==> config.mk <==
export PLATFORM = sky130hd
export DESIGN_NAME = reg_file_wb
export DESIGN_NICKNAME = d
export VERILOG_FILES = /design/src/design/mips_pkg.sv /design/src/design/reg_file_wb.sv
export SDC_FILE = /design/constraint.sdc
export NUM_CORES = 2
export LEC_CHECK = 0
export BUFFER_PORTS_ARGS = -buffer_cell sky130_fd_sc_hd__buf_4
export CAP_MARGIN = 0
export CORE_MARGIN = 1
export CORE_UTILIZATION = 50
export CTS_CLUSTER_DIAMETER = 80
export DETAILED_ROUTE_END_ITERATION = 8
export GPL_ROUTABILITY_DRIVEN = 0
export PLACE_DENSITY = 0.63
export SLEW_MARGIN = 20
export SYNTH_ARGS = -nofsm -noshare
export SYNTH_HDL_FRONTEND = slang
export SYNTH_SLANG_ARGS = --single-unit
export TNS_END_PERCENT = 100
==> constraint.sdc <==
create_clock -name clk -period 2.2 [get_ports clk]
set_input_delay 0.22 -clock clk [delete_from_list [all_inputs] [get_ports clk]]
set_output_delay 0.22 -clock clk [all_outputs]
set_load 0.005 [all_outputs]
==> src/design/mips_pkg.sv <==
package mips_pkg;

    typedef logic [31:0] word_t;      // pipeline data word
    typedef logic [4:0]  reg_addr_t;  // register number

    // load/store access size, encoded as in the execute stage
    typedef enum logic [1:0] {
        width_byte = 2'b00,
        width_half = 2'b01,
        width_word = 2'b10
    } mem_width_e;

    // execute to memory bundle
    typedef struct packed {
        word_t      result;      // alu result, also byte address
        word_t      store_data;
        reg_addr_t  reg2write;
        mem_width_e width;
        logic       sign;        // 1 = sign extend loads
        logic       mem_write;
        logic       mem_read;
        logic       mem2reg;
        logic       reg_write;
    } ex_mem_t;

    // memory to write-back bundle
    typedef struct packed {
        word_t      read_data;
        word_t      alu_result;
        reg_addr_t  reg2write;
        logic       mem2reg;     // 1 = write back loaded data
        logic       reg_write;
    } mem_wb_t;

endpackage

==> src/design/reg_file_wb.sv <==
`timescale 1ns/1ps

module reg_file_wb (
    input  logic                 clk,
    input  logic                 i_rst_n,
    input  logic                 i_halt,
    input  mips_pkg::mem_wb_t    i_mem_wb,
    input  mips_pkg::reg_addr_t  i_dbg_reg_addr,
    input  mips_pkg::word_t      i_dbg_reg_wdata,
    input  logic                 i_dbg_reg_we,
    output mips_pkg::word_t      o_dbg_reg_rdata
);

    mips_pkg::word_t regs [32];
    mips_pkg::word_t wb_data;
    logic            wb_we;

    // write-back select
    assign wb_data = i_mem_wb.mem2reg ? i_mem_wb.read_data : i_mem_wb.alu_result;
    assign wb_we   = i_mem_wb.reg_write && !i_halt && (i_mem_wb.reg2write != '0);

    always_ff @(posedge clk or negedge i_rst_n) begin
        if (!i_rst_n) begin
            for (int i = 0; i < 32; i++) begin
                regs[i] <= '0;
            end
        end else if (wb_we) begin
            regs[i_mem_wb.reg2write] <= wb_data;
        end else if (i_dbg_reg_we && i_dbg_reg_addr != '0) begin
            regs[i_dbg_reg_addr] <= i_dbg_reg_wdata;  // debug only runs halted
        end
    end

    // r0 always reads zero
    assign o_dbg_reg_rdata = (i_dbg_reg_addr == '0) ? '0 : regs[i_dbg_reg_addr];

endmodule

Yosys cells after proc, flatten, opt, wreduce, memory -nomap -nowiden
Index checks and enable logic that the tools add are counted.
{"block": "classes", "n_addsub": 0, "multipliers": 0, "div": 0, "magnitude_cmp": 4, "n_eq_ne": 0, "shifts": 0, "mux": 13, "bitwise_logic": 2, "n_reduce_logical": 10}
{"op": "$bwmux 1024", "count": 2}
{"op": "$mux 1024", "count": 2}
{"op": "$demux 32 s5", "count": 2}
{"op": "$mux 32", "count": 6}
{"op": "$bmux 32 s5", "count": 1}
{"op": "$ge 6x6->1 const B", "count": 2}
{"op": "$lt 6x1->1 const B", "count": 2}
{"op": "$not 5->6", "count": 2}
{"op": "$reduce_bool 5->1", "count": 2}
{"op": "$logic_and 1x1->1", "count": 5}
{"op": "$logic_not 5->1", "count": 1}
{"op": "$reduce_bool 2->1", "count": 1}
{"op": "$logic_not 1->1", "count": 1}
{"block": "word_totals", "register_bits": 1024, "latch_bits": 0, "ramBits": 0, "mem_bits_ro": 0, "in_bits": 112, "output_inout_bits": 32, "elab_cells": 61, "memories": 0}

Depth between registers and ports, before layout
{"block": "depth", "depth_word": 8, "depth_mapped": 9, "depth_no_buf": 4}

Least setup slack after synthesis
OpenSTA, ideal clock, no wires.
{"block": "synth_path", "path_type": "input port to output port", "start": "input port i_dbg_reg_addr[1]", "end": "output port o_dbg_reg_rdata[21]", "arrival_ns": 1.864, "required_time_ns": 1.980, "path_slack_ns": 0.116, "path_stages": 8, "path_buffers": 4, "path_cell_list": "buf_2 > buf_2 > buf_2 > buf_1 > mux2i_1 > o22ai_1 > nor4_1 > a31oi_1"}
{"block": "synth_between", "elab_chain_cells": 5, "elab_cells_between_ends": 6, "classes_between": "4 x mux; 1 x bitwise; 1 x reduce/logical"}
{"item": "from (decl)", "line_no": "reg_file_wb.sv:8", "source": "input mips_pkg::reg_addr_t i_dbg_reg_addr,"}
{"item": "$not 5->6 (implied by the code)", "line_no": "reg_file_wb.sv:35", "source": "assign o_dbg_reg_rdata = (i_dbg_reg_addr == '0) ? '0 : regs[i_dbg_reg_addr];"}
{"item": "$bmux 32 s5", "line_no": "reg_file_wb.sv:35"}
{"item": "$mux 32 (implied by the code) (2 in a row)", "line_no": "reg_file_wb.sv:35"}
{"item": "$mux 32 (*)", "line_no": "reg_file_wb.sv:35"}
{"item": "to (decl)", "line_no": "reg_file_wb.sv:11", "source": "output mips_pkg::word_t o_dbg_reg_rdata"}
Mark *: on every way between the ends. The rest lies on a longest branch, timed or not. The select of a mux whose other input is x is not followed.

Worst setup path after layout
{"block": "layout_path", "start": "register regs[427] in the netlist's numbering", "end": "output port o_dbg_reg_rdata[11]"}
{"block": "layout_between", "elab_chain_cells": 4}
{"item": "from (decl)", "line_no": "reg_file_wb.sv:14", "source": "mips_pkg::word_t regs [32];"}
{"item": "from (signal, indexed assignment)", "line_no": "reg_file_wb.sv:28", "source": "regs[i_mem_wb.reg2write] <= wb_data;"}
{"item": "from (signal, indexed assignment)", "line_no": "reg_file_wb.sv:30", "source": "regs[i_dbg_reg_addr] <= i_dbg_reg_wdata;"}
{"item": "$bmux 32 s5", "line_no": "reg_file_wb.sv:35"}
{"item": "$mux 32 (implied by the code) (2 in a row)", "line_no": "reg_file_wb.sv:35"}
{"item": "$mux 32", "line_no": "reg_file_wb.sv:35"}
No other way between the ends. The select of a mux whose other input is x is not followed.

==> reports/results.tsv <==
metric	value	unit
p_comb_frac	0.231	
wl_per_cell	31.8	um
ff2ff_setup_slack	1.07	ns
fin_crit	2.45	ns
synth.area.top_cells	dfrtp_1, a221o_1, mux2i_1	
synthFlopType	dfrtp_1	
seq_power_share	0.439	
rsz0062_at_grt	true	
hp-start	i_mem_wb[18]	
clk_latency	0.71	ns
muxShareOfSynthArea	0.105	
numCtsBuffers	109	
maxClockFrequency	408	MHz
peakVddDrop	0.654	mV
netlist_instances	4925	
p_switching	17.3	mW
reg2reg_depth	3	
cts_buffer_depth	3	
synth.most_common_cell	nor2_1	
clockRootBuffer	clkbuf_16	
min_to	regs[75]	
rr_startpoint	regs[825]	
drt.antenna.violating_nets	0	
num_rows	117	
nNetsFinal	5371	
critical_path_class	reg -> out	
synthArstFlopShare	1.00	
cts_tree	done	
max_slew.worst_pin.slew	1.16	ns
hold_depth	5	
whs	0.0658	ns
synth_nets	5037	
crit_fanout	2	
skew	0	ns
cp.arrival	2.23	ns
largest_register_ffs	1024	
dp.final_hpwl	140000	um
setup_viol_count_final	32	
placed_cells	6445	
cellLeakagePower	31.4	nW
grt_overflow	0	
drc	0	
maxCapViolations	0	
status	complete, but fails checks	
swShare	0.293	
violations	negative setup slack	
yosysSeqAreaShare	0.494	
clk_pin_slew	0.06	ns
fp.coreArea	102000	um^2
htreeDepth	3	
grt_usage	0.401	
synthAdderAreaFrac	0	
slew_viol_final	0	
synth_edf_count	0	
synth_largest_area_cell	dfrtp_1	
power_density	883	nW/um^2
top_regs	regs (1024)	
post-route-util	0.652	
hold_class	in -> reg	
worstSetupEndpointType	primary output	
synth_common_cells	nor2_1, dfrtp_1, a221o_1	
post_synth_num_cell_types	47	
routed_wl	214000	um
crit_required	1.98	ns
numPortBuffers	143	
dr.first_iter.drc_count	7157	
area_growth	28.6	%
yosysWarnings	0	
synth_top_family_by_area	compound AO/OA/AOI/OAI gates	
fillers	7777	
grt_first_pass_wirelength	314000	um
drtPass1Iterations	8	
reg2reg_to	regs[825]	
clockPowerShare	0.330	
die_height	324	um
largest_register	regs	
final_cell_count_no_fill	6720	
yosys.area_share.xor_xnor	0	
final_hold_viol_count	0	
relSlewSlack	0.225	
yosys.area_share.simple	0.0981	
synth_top_cell_area_share	0.494	
post-route-period-util	1.11	
start_util	0.507	
synth_area_per_cell	10.5	um^2
internal-power	41.7	mW
cts_sinks	1024	
ys_ff_latch	1024	
grt_pass1_vias	46400	
fin_ws	-0.249	ns
via_count	48200	
antenna_found_initial	5	
vias_per_cell	7.17	
num_io_pins	144	
drive_gt1_frac	0.255	
syn_area	51900	um^2
fin_setup_tns	-4.63	ns
dieArea	105000	um^2
synth_compound_gate_area_share	0.250	
power	58.9	mW
critPathLaunchType	register	
fp.dieW	324	um
grt_max_degree	104	
repair_timing:
action | in CTS | in global routing
pin swaps | 86 | 68
hold buffers | 34 | 0
gates resized for setup | 186 | 106
gates cloned | 3 | 2
setup buffers | 29 | 29
endpoints found under the setup margin | 32 | 32
hold endpoints to repair | 803 | 0
worst max-delay path by stage:
stage	depth (start not counted)	endpoint	start	slack (ns)
2_1_floorplan	8	o_dbg_reg_rdata[21]	i_dbg_reg_addr[1]	0.12
3_3_place_gp	10	o_dbg_reg_rdata[17]	i_dbg_reg_addr[3]	-0.40
3_5_place_dp	8	o_dbg_reg_rdata[17]	i_dbg_reg_addr[2]	-0.40
4_1_cts	7	o_dbg_reg_rdata[13]	regs[909]	-0.27
5_1_grt	5	o_dbg_reg_rdata[17]	regs[433]	-0.32
6_report	5	o_dbg_reg_rdata[11]	regs[427]	-0.25
layer usage:
layer | wire (um) | vias up | GRT usage
li1 | - | 19500 | -
met1 | 83200 | 24500 | 0.549
met2 | 92500 | 3513 | 0.585
met3 | 22900 | 697 | 0.0785
met4 | 14800 | 6 | 0.251
met5 | 34 | - | 0
per-stage QoR:
stage | cell area [um^2] | setup slack, ns
after global routing | 66700 | -0.320
after detailed placement | 60600 | -0.397
after floorplan | 51900 | 0.116
after global placement | 60600 | -0.403
after CTS | 65800 | -0.274
final | 66700 | -0.249
cell usage in the layout, fill, tap and decap left out, types with 10 or more instances in the layout:
master / Yosys / final
o22ai_4: 0 / 22
dfrtp_1: 1024 / 1023
nor2_1: 1061 / 1051
buf_12: 0 / 211
nor4_2: 0 / 11
mux2i_2: 0 / 48
mux2i_4: 0 / 41
dlygate4sd3_1: 0 / 34
buf_4: 1 / 629
a31oi_4: 0 / 10
clkinv_2: 0 / 24
a31oi_1: 32 / 13
mux2i_1: 544 / 455
a221o_1: 898 / 898
a211o_1: 94 / 94
nand2_1: 58 / 49
o21a_1: 25 / 25
nor4_4: 0 / 19
clkbuf_8: 0 / 19
o211a_1: 91 / 91
buf_6: 0 / 16
clkbuf_16: 0 / 114
clkbuf_1: 482 / 25
nor2b_2: 0 / 30
a21oi_4: 0 / 20
o22ai_1: 256 / 177
o22ai_2: 0 / 57
bufinv_16: 0 / 11
critical path: stages (launching register included):
cell,delay [ns]
dfrtp_1,0.40
mux2i_2,0.25
o22ai_2,0.15
nor4_4,0.36
a31oi_4,0.18
buf_6,0.15
final cells by class:
type / count / area (um^2) / share of cell area
diodes: 2 / 5.00 / 0.0000750
clock buffers: 156 / 3160 / 0.0474
clock inverters: 46 / 546 / 0.00818
inverters: 3 / 11.3 / 0.000169
multi-input cells: 3220 / 25900 / 0.388
flip-flops and latches: 1024 / 25600 / 0.384
well taps: 1368 / 1710 / 0.0257
repair buffers: 901 / 9740 / 0.146
power groups by stage:
stage	combinational [mW]	sequential, mW	clock [mW]
floorplan	7.36	25.0	0
global placement	12.1	25.7	0
detailed placement	12.4	25.8	0
CTS	13.0	25.6	19.5
global route	14.3	26.2	20.2
finish	13.6	25.9	19.4
kinds of logic (layout without fill, tap and decap cells):
group | after synthesis | count (layout)
simple gates | 1241 | 1241
other cells | 0 | 2
mux | 544 | 544
compound gates | 1435 | 1435
flops | 1024 | 1024
buf+inv | 681 | 1106
Note: power is estimated with default switching activity, not from simulation.
