==> src/design/mips_pkg.sv <==
package mips_pkg;

    typedef logic [31:0] word_t;      // pipeline data word
    typedef logic [4:0]  reg_addr_t;  // register number

    // load/store access size, encoded as in the execute stage
    typedef enum logic [1:0] {
        width_byte = 2'b00,
        width_half = 2'b01,
        width_word = 2'b10
    } mem_width_e;

    // execute to memory bundle
    typedef struct packed {
        word_t      result;      // alu result, also byte address
        word_t      store_data;
        reg_addr_t  reg2write;
        mem_width_e width;
        logic       sign;        // 1 = sign extend loads
        logic       mem_write;
        logic       mem_read;
        logic       mem2reg;
        logic       reg_write;
    } ex_mem_t;

    // memory to write-back bundle
    typedef struct packed {
        word_t      read_data;
        word_t      alu_result;
        reg_addr_t  reg2write;
        logic       mem2reg;     // 1 = write back loaded data
        logic       reg_write;
    } mem_wb_t;

endpackage

==> src/design/axil_pkg.sv <==
package axil_pkg;

    typedef logic [11:0] axil_addr_t;  // debug byte address
    typedef logic [31:0] axil_data_t;
    typedef logic [3:0]  axil_strb_t;
    typedef logic [1:0]  axil_resp_t;

    localparam axil_resp_t resp_okay   = 2'b00;
    localparam axil_resp_t resp_slverr = 2'b10;

    // 0 selects data memory, 1 selects register file (0x800 + 4*n)
    localparam int dbg_reg_region_bit = 11;

    typedef struct packed {
        logic       awvalid;
        axil_addr_t awaddr;
        logic       wvalid;
        axil_data_t wdata;
        axil_strb_t wstrb;
        logic       bready;
        logic       arvalid;
        axil_addr_t araddr;
        logic       rready;
    } axil_req_t;

    typedef struct packed {
        logic       awready;
        logic       wready;
        logic       bvalid;
        axil_resp_t bresp;
        logic       arready;
        logic       rvalid;
        axil_data_t rdata;
        axil_resp_t rresp;
    } axil_rsp_t;

endpackage

==> src/design/axil_debug_port.sv <==
`timescale 1ns/1ps

module axil_debug_port #(
    parameter int RAM_DEPTH = 256
) (
    input  logic                         clk,
    input  logic                         i_rst_n,
    input  logic                         i_halt,
    input  axil_pkg::axil_req_t          i_req,
    output axil_pkg::axil_rsp_t          o_rsp,
    output logic [$clog2(RAM_DEPTH)-1:0] o_dbg_mem_addr,
    output mips_pkg::word_t              o_dbg_mem_wdata,
    output logic                         o_dbg_mem_we,
    input  mips_pkg::word_t              i_dbg_mem_rdata,
    output mips_pkg::reg_addr_t          o_dbg_reg_addr,
    output mips_pkg::word_t              o_dbg_reg_wdata,
    output logic                         o_dbg_reg_we,
    input  mips_pkg::word_t              i_dbg_reg_rdata
);

    localparam int AW = $clog2(RAM_DEPTH);

    typedef enum logic [1:0] {
        st_idle,
        st_wr_resp,
        st_rd_resp
    } state_e;

    state_e               state;
    logic                 wr_fire;
    logic                 rd_fire;
    logic                 wr_ok;
    logic                 is_reg;
    axil_pkg::axil_addr_t sel_addr;
    axil_pkg::axil_resp_t bresp_q;
    axil_pkg::axil_resp_t rresp_q;
    axil_pkg::axil_data_t rdata_q;

    // write wins when both arrive together
    assign wr_fire  = (state == st_idle) && i_req.awvalid && i_req.wvalid;
    assign rd_fire  = (state == st_idle) && !(i_req.awvalid && i_req.wvalid) && i_req.arvalid;
    assign sel_addr = wr_fire ? i_req.awaddr : i_req.araddr;
    assign is_reg   = sel_addr[axil_pkg::dbg_reg_region_bit];
    assign wr_ok    = i_halt && (i_req.wstrb == 4'hf);  // full word writes only

    assign o_dbg_mem_addr  = sel_addr[AW+1:2];
    assign o_dbg_reg_addr  = sel_addr[6:2];
    assign o_dbg_mem_wdata = i_req.wdata;
    assign o_dbg_reg_wdata = i_req.wdata;
    assign o_dbg_mem_we    = wr_fire && wr_ok && !is_reg;
    assign o_dbg_reg_we    = wr_fire && wr_ok && is_reg;

    always_ff @(posedge clk or negedge i_rst_n) begin
        if (!i_rst_n) begin
            state   <= st_idle;
            bresp_q <= axil_pkg::resp_okay;
            rresp_q <= axil_pkg::resp_okay;
        end else begin
            case (state)
                st_idle: begin
                    if (wr_fire) begin
                        state   <= st_wr_resp;
                        bresp_q <= wr_ok ? axil_pkg::resp_okay : axil_pkg::resp_slverr;
                    end else if (rd_fire) begin
                        state   <= st_rd_resp;
                        rresp_q <= i_halt ? axil_pkg::resp_okay : axil_pkg::resp_slverr;
                    end
                end
                st_wr_resp: if (i_req.bready) state <= st_idle;
                st_rd_resp: if (i_req.rready) state <= st_idle;
                default:    state <= st_idle;
            endcase
        end
    end

    // read data captured at acceptance, zero when refused
    always_ff @(posedge clk) begin
        if (rd_fire) begin
            rdata_q <= !i_halt ? '0 : (is_reg ? i_dbg_reg_rdata : i_dbg_mem_rdata);
        end
    end

    assign o_rsp.awready = wr_fire;
    assign o_rsp.wready  = wr_fire;
    assign o_rsp.bvalid  = (state == st_wr_resp);
    assign o_rsp.bresp   = bresp_q;
    assign o_rsp.arready = (state == st_idle) && !(i_req.awvalid && i_req.wvalid);
    assign o_rsp.rvalid  = (state == st_rd_resp);
    assign o_rsp.rdata   = rdata_q;
    assign o_rsp.rresp   = rresp_q;

endmodule

==> config.mk <==
export PLATFORM = sky130hd
export DESIGN_NAME = axil_debug_port
export DESIGN_NICKNAME = d
export VERILOG_FILES = /design/src/design/mips_pkg.sv /design/src/design/axil_pkg.sv /design/src/design/axil_debug_port.sv
export SDC_FILE = /design/constraint.sdc
export NUM_CORES = 1
export LEC_CHECK = 0
export BUFFER_PORTS_ARGS = -buffer_cell sky130_fd_sc_hd__buf_2
export CAP_MARGIN = 20
export CORE_AREA = 5 5 94 96
export DETAILED_ROUTE_END_ITERATION = 6
export DIE_AREA = 0 0 99 101
export PLACE_DENSITY = 0.83
export REMOVE_ABC_BUFFERS = 1
export SLEW_MARGIN = 20
export SYNTH_ARGS = -nofsm -noshare
export SYNTH_HDL_FRONTEND = slang
export SYNTH_SLANG_ARGS = --single-unit
==> constraint.sdc <==
create_clock -name clk -period 3.4 [get_ports clk]
set_input_delay 0.34 -clock clk [delete_from_list [all_inputs] [get_ports clk]]
set_output_delay 0.34 -clock clk [all_outputs]
set_load 0.01 [all_outputs]
# After elaboration in Yosys (flattened, before gate mapping)
# Index checks and enable logic that the tools add are counted.
# word_totals
ff_bits	38
input_bits	132
output_inout_bits	120
elab_cells	35
# op_classes
eq_ne	6
muxes	9
bitwise	1
n_reduce_logical	15
# op_table
operator	n
$mux 32	1
$mux 12	1
$mux 2	6
$logic_and 1x1->1	9
$pmux 2 s3	1
$reduce_and 3->1	2
$eq 4x4->1 const B	1
$ne 2x2->1 const B	2
$ne 3x3->1 const B	1
$eq 2x1->1 const B	1
$eq 2x2->1 const B	1
$logic_not 1->1	2
$logic_not 2->1	1
$reduce_and 2->1	1
$not 1->1	1

# Depth between registers and ports, before layout
# Gate-level depths: netlist of run 1.
# depth
word_depth	7
depth_mapped	6
mapped_depth_nobuf	3

# Worst setup path before layout of run 1
# Ideal clock, no wire load.
# synth_timing
kind	register -> register
from	reg state[1]
to	reg rdata_q[0] (enable)
setup_time_ns	0.387
arrival_time_ns	1.641
required_time_ns	3.013
slack_ns	1.373
path_stages_with_launch	4
n_path_buf	0
synth_period_minus_slack_ns	2.027
path_cell_list	dfrtp_1 a211oi_1 nand2_1 inv_1
# synth_rtl
element	line_no	rtl
start, declared	axil_debug_port.sv:29	state_e state;
start signal, assigned	axil_debug_port.sv:55	state <= st_idle;
start signal, assigned	axil_debug_port.sv:62	state <= st_wr_resp;
start signal, assigned	axil_debug_port.sv:65	state <= st_rd_resp;
end signal, assigned	axil_debug_port.sv:79	rdata_q <= !i_halt ? '0 : (is_reg ? i_dbg_reg_rdata : i_dbg_mem_rdata);
end, declared	axil_debug_port.sv:37	axil_pkg::axil_data_t rdata_q;

# Worst setup path in the final report of run 1
# layout_timing
from	reg state[0]
to	out o_dbg_reg_addr[0]
# layout_between
elab_chain_len	4
# layout_rtl
element	line_no	rtl
$logic_not 2->1	axil_debug_port.sv:40	assign wr_fire = (state == st_idle) && i_req.awvalid && i_req.wvalid;
$logic_and 1x1->1 (2 in a row)	axil_debug_port.sv:40	
$mux 12	axil_debug_port.sv:42	assign sel_addr = wr_fire ? i_req.awaddr : i_req.araddr;
end, declared	axil_debug_port.sv:15	output mips_pkg::reg_addr_t o_dbg_reg_addr,
# Every way passes these cells.

==> results.toml, run 1 <==
[status]
status = "completed"

[hold_path]
hold_class = "in2reg"

[critical_path]
rrSetupSlack_ps = 1400
startpoint_type = "flop"
cp_max_fo = 55
arrival_ps = 2090
worst-setup-path-type = "reg2out"
endpoint_kind = "output pin"
crit_required_ps = 3060

[clocking]
cts_made_buffers = 5
cts_resized = 0
cts_tree = "built"
clk_latency_ps = 290
post_cts_buffers = 0
clock_sinks = 36
clk_pin_slew_ps = 70
ctsHoldBuffers = 1
root_buffer = "clkbuf_8"
clock_path_buffers = 2
htree_levels = 2

[power_and_ir_drop]
leakage_nw = 1.545
ir_drop_mv = 0.1558
power.density_nw_per_um2 = 360.5
intPower_mw = 0.8623
sw_frac_of_total = 0.3207
pwr-share-seq = 0.445
p_sw_mw = 0.4070
p_clk_frac = 0.236
combPwrFrac = 0.319

[placement]
port_buffers = 147
hpwl_um = 8225
gp_congestion = 0.7605

[route]
wl_met2_um = 4389
drc = 0
antenna_left = 0
met3WireLength_um = 2189
met1Wirelength_um = 4147
routed-via-count = 3090
wl_per_cell_um = 20.74
routed_wl_um = 10870
first_pass_iters = 4
routed.top_layer = "met5"
via_per_inst = 5.897
drtIter0Drc = 165

[sta]
final_hold_viol_count = 0
whs_ps = 245.1
max_freq_mhz = 412.1
tightestPinTransition_ps = 992.6
post-route-period-util = 0.7137
finalSetupViolations = 0
slew_headroom = 0.3383
final_max_slew_viol_count = 0
finalCriticalPeriod_ps = 2426
rsz0062_at_grt = "no"
timing.setup.tns_ps = 0
finalClockSkew_ps = 7.579

[grt]
grt_max_degree = 79
grt_antenna_before_repair = 0
overflow = 0
grt_pass1_wl_um = 15960
grt_pass1_vias = 2896
track_usage = 0.2057

[yosys]
synthTopCellsByCount = "76 x buf_4, 65 x nand3_1, 64 x nand4_1"
postSynthAreaPerCell_um2 = 8.680
yosysWarnings = 0
synth_area_um2 = 3203
netlist_top_cells_area = "edfxtp_1 30%, buf_4 18%, nand4_1 13%"
synth_ff_type = "edfxtp_1"
yosysSeqAreaShare = 0.3312
postSynthCellCount = 369
synth_edf_count = 32
synth_top_area_cell = "edfxtp_1"
synth_cell_types = 24
synth-seq-cells = 36
synthArstFlopShare = 0.1111
synth_top_area_share = 0.3000
yosysMostFrequentCell = "buf_4"

[die]
dieArea_um2 = 9999
start_util = 0.4019
die_h_um = 101
coreArea_um2 = 7969
std_cell_rows = 33
fp.dieW_um = 99
ios = 252

[final_layout]
seq_area_um2 = 1061
drive_gt1_frac = 0.4033
area_delta_synth_final_pct = 9.922
n_fill_cell = 790
antennaDiodeCount = 0
nNetsFinal = 550
multi_input_area_um2 = 1401

[run]
cap_violations = 0
worst max-delay path, stage by stage (launching register included):
cell and delay [ps]:
dfrtp_1 410, and4bb_4 800, mux2_2 430, buf_2 150
sequential cells by signal, summed over array words and instances, names as in the netlist:
name and count:
rresp_q 1, rdata_q 32, bresp_q 1, state 2
kinds of logic (layout without fill, tap and decap cells):
logic type             count (synthesis)  after routing  share of synthesized area
AO/OA/AOI/OAI                         35             35                    0.08125
buffers and inverters                117            166                     0.2336
flip-flops                            36             36                     0.3313
multiplexers                          10             10                    0.03477
other                                  1              2                   0.001171
AND/OR/NAND/NOR                      170            170                     0.3180
through the flow:
stage	utilization	cell area, um^2	cells	worst slack [ps]	power (mW)
3_5_place_dp	0.4304	3430	515	1272	0.9825
4_1_cts	0.4418	3521	524	956.1	1.289
2_1_floorplan	-	2474	257	773.4	0.7594
6_report	0.4418	3521	524	973.5	1.269
5_1_grt	0.4418	3521	524	882.3	1.349
3_3_place_gp	0.4304	3430	515	1301	0.9664
power groups by stage:
stage	clock network, mW	logic (mW)	registers [mW]
after floorplan	0	0.161	0.598
after global placement	0	0.393	0.573
after detailed placement	0	0.408	0.575
after CTS	0.314	0.410	0.565
after global routing	0.331	0.448	0.570
final	0.299	0.405	0.564
routing by layer:
layer | GRT usage | up-vias
met3 | 0.1751 | 8
li1 | - | 1399
met4 | 0.03571 | 2
met1 | 0.2443 | 1442
met2 | 0.2753 | 239
met5 | 0.1077 | -
area by class of cell:
type,count,area share
flip-flops and latches,36,0.3014
inverters,4,0.004264
clock buffers,7,0.02168
repair buffers,154,0.2360
clock inverters,1,0.001421
multi-input cells,217,0.3980
well taps,105,0.03731
placed cells by master, fill, tap and decap left out, drive strengths merged, types with 2 or more instances in the layout:
cell    instances
a21o           32
buf           153
clkbuf          7
conb            2
dfrtp           4
edfxtp         32
inv             4
mux2            9
nand2           2
nand3          65
nand3b         32
nand4          64
nor2            3
worst paths after layout:
kind | cells past startpoint | end | startpoint
worst min register to register | 1 | bresp_q[1] | bresp_q[1]
worst max-delay path | 3 | o_dbg_reg_addr[0] | state[0]
max in group asynchronous | 2 | bresp_q[1] | i_rst_n
worst min-delay path | 2 | state[1] | i_req[0]
min in group asynchronous | 2 | state[0] | i_rst_n
worst max register to register | 4 | rdata_q[21] | state[1]
(Power assumes the default switching activity.)
==> run 2, diff against run 1 <==
CORE_AREA = unset   (was 5 5 94 96)
CORE_MARGIN = 5   (was unset)
CORE_UTILIZATION = 40   (was unset)
DIE_AREA = unset   (was 0 0 99 101)
PLACE_DENSITY = 0.81   (was 0.83)
clock period = 2.55 ns   (was 3.4 ns; I/O delays follow)
==> run 2 against run 1 <==
  * Non-clock buffer count is 3 higher
  * Register-to-register slack worse by 820 ps
  * Highest routed layer is now met4
  * Via count is 0.78% lower
  * Die area is 1.0% lower
  * Clock-buffer cell count is 2 lower
  * Critical path depth stayed put
  * Total power is 33% higher
  * Critical path type unchanged
  * Largest power group unchanged
  * Largest cell class unchanged
  * Core utilization is 1.1 points higher
  * Setup slack worse by 530 ps
  * Cell count stayed put
==> results.toml, run 2 (synthesis gave the netlist of run 1 again) <==
[status]
status = "completed"

[sta]
rsz0062_at_grt = "no"
max_freq_mhz = 475.8
finalSetupViolations = 0
whs_ps = 170.9
finalCriticalPeriod_ps = 2102
timing.setup.tns_ps = 0
slew_headroom = 0.3497
tightestPinTransition_ps = 975.4
finalClockSkew_ps = 6.360
final_hold_viol_count = 0
final_max_slew_viol_count = 0
setup_ws_ps = 448.4
post-route-period-util = 0.8241

[critical_path]
r2r_end = "rdata_q[1]"
worst-setup-path-type = "reg2out"
path_buf_inv = 1
cp_max_fo = 28
crit_slowest_cell = "and4bb_4"
endpoint_kind = "output pin"
regToRegStartpoint = "state[0]"
arrival_ps = 1850
startpoint_type = "flop"
slowest_delay_ps = 600
crit_required_ps = 2300
crit_family = "simple AND/OR/NAND/NOR gates"
crit_path_end = "o_dbg_mem_addr[0]"
reg2regPathDepth = 4
crit_chain = "and4bb_4, mux2_2, buf_2"
rrSetupSlack_ps = 580
critical_path_depth = 3
startpoint = "state[0]"

[placement]
hpwl_um = 8067
pre_cts_ws_ps = 590.9
placedCellCount = 515
port_buffers = 147
gp_congestion = 0.7756

[die]
ios = 252
start_util = 0.4124
dieArea_um2 = 9897
fp.dieW_um = 99.49
die_h_um = 99.49
std_cell_rows = 32
coreArea_um2 = 7767

[power_and_ir_drop]
intPower_mw = 1.139
pwr-share-seq = 0.444
power.density_nw_per_um2 = 481.1
leakage_nw = 1.557
ir_drop_mv = 0.1930
sw_frac_of_total = 0.3265
p_clk_frac = 0.238
combPwrFrac = 0.318
p_sw_mw = 0.5522

[final_layout]
finalCoreUtilization = 0.4526
antennaDiodeCount = 0
final_cell_count_no_fill = 524
area_delta_synth_final_pct = 9.766
drive_gt1_frac = 0.4100
layout_commonest_cell = "buf_2"
nNetsFinal = 553
reg.largest.list = "rdata_q: 32 flops, state: 2 flops"
top_register = "rdata_q"
final_cell_mix = "146 x buf_2, 65 x nand3_1, 64 x nand4_1"
largest_reg_flops = 32

[route]
antenna_left = 0
routed-via-count = 3066
via_per_inst = 5.851
routed_wl_um = 10590
drc = 0
first_pass_iters = 5
drtIter0Drc = 165
wl_per_cell_um = 20.22

[run]
cap_violations = 0

[clocking]
cts_tree = "built"
clock_sinks = 36
post_cts_buffers = 0
clock_path_buffers = 2
ctsHoldBuffers = 1
cts_made_buffers = 5
htree_levels = 2
cts_resized = 0
clk_pin_slew_ps = 70
clk_latency_ps = 290
root_buffer = "clkbuf_8"

[hold_path]
hold_class = "in2reg"

[grt]
grt_pass1_vias = 2958
overflow = 0
grt_antenna_before_repair = 0
grt_max_degree = 69
grt_pass1_wl_um = 16080
track_usage = 0.2058
run 2: cell count changes in the layout (fill, tap and decap cells not counted), sizes merged:
cell    delta
clkbuf     -2
clkinv     +2
buf        +3
run 2: worst register-to-register path, stage by stage (launching register included):
cell      delay, ps
dfrtp_1         410
and4bb_4        600
buf_4           500
a21o_1          160
nand3_1          70
run 2: how the worst min path moves through the flow:
stage,startpoint,to,slack (ps),cells past startpoint
after floorplan,i_rst_n,bresp_q[1],-40,0
after global placement,i_rst_n,bresp_q[1],60,1
after detailed placement,i_rst_n,bresp_q[1],70,1
after CTS,i_req[0],state[1],160,2
after global routing,i_req[0],state[1],160,2
final,i_req[0],state[1],170,2
run 2: metal layers:
layer / track usage / up-vias / part of all wire
met3: 0.1550 / 5 / 0.19
li1: - / 1405 / -
met1: 0.2620 / 1416 / 0.40
met4: 0.03256 / 0 / 0.0059
met5: 0.05128 / - / 0
met2: 0.2774 / 240 / 0.41
run 2: final cells by class:
class | instances | area, um^2
clock buffers | 5 | 68.82
inverters | 4 | 15.01
well taps | 102 | 127.6
fillers | 769 | 4252
multi-input cells | 217 | 1401
flip-flops and latches | 36 | 1061
repair buffers | 157 | 828.3
clock inverters | 3 | 13.76
run 2: power by group through the flow:
| stage | Sequential [mW] | Combinational, mW | Clock [mW] |
|---|---|---|---|
| 6_report | 0.752 | 0.538 | 0.402 |
| 5_1_grt | 0.759 | 0.589 | 0.448 |
| 4_1_cts | 0.753 | 0.540 | 0.424 |
| 3_5_place_dp | 0.766 | 0.537 | 0 |
| 3_3_place_gp | 0.763 | 0.518 | 0 |
| 2_1_floorplan | 0.798 | 0.215 | 0 |
run 2: through the flow:
stage | total power [mW] | instance area (um^2)
finish | 1.691 | 3516
CTS | 1.717 | 3516
detailed placement | 1.303 | 3423
floorplan | 1.013 | 2474
global route | 1.796 | 3516
global placement | 1.282 | 3423
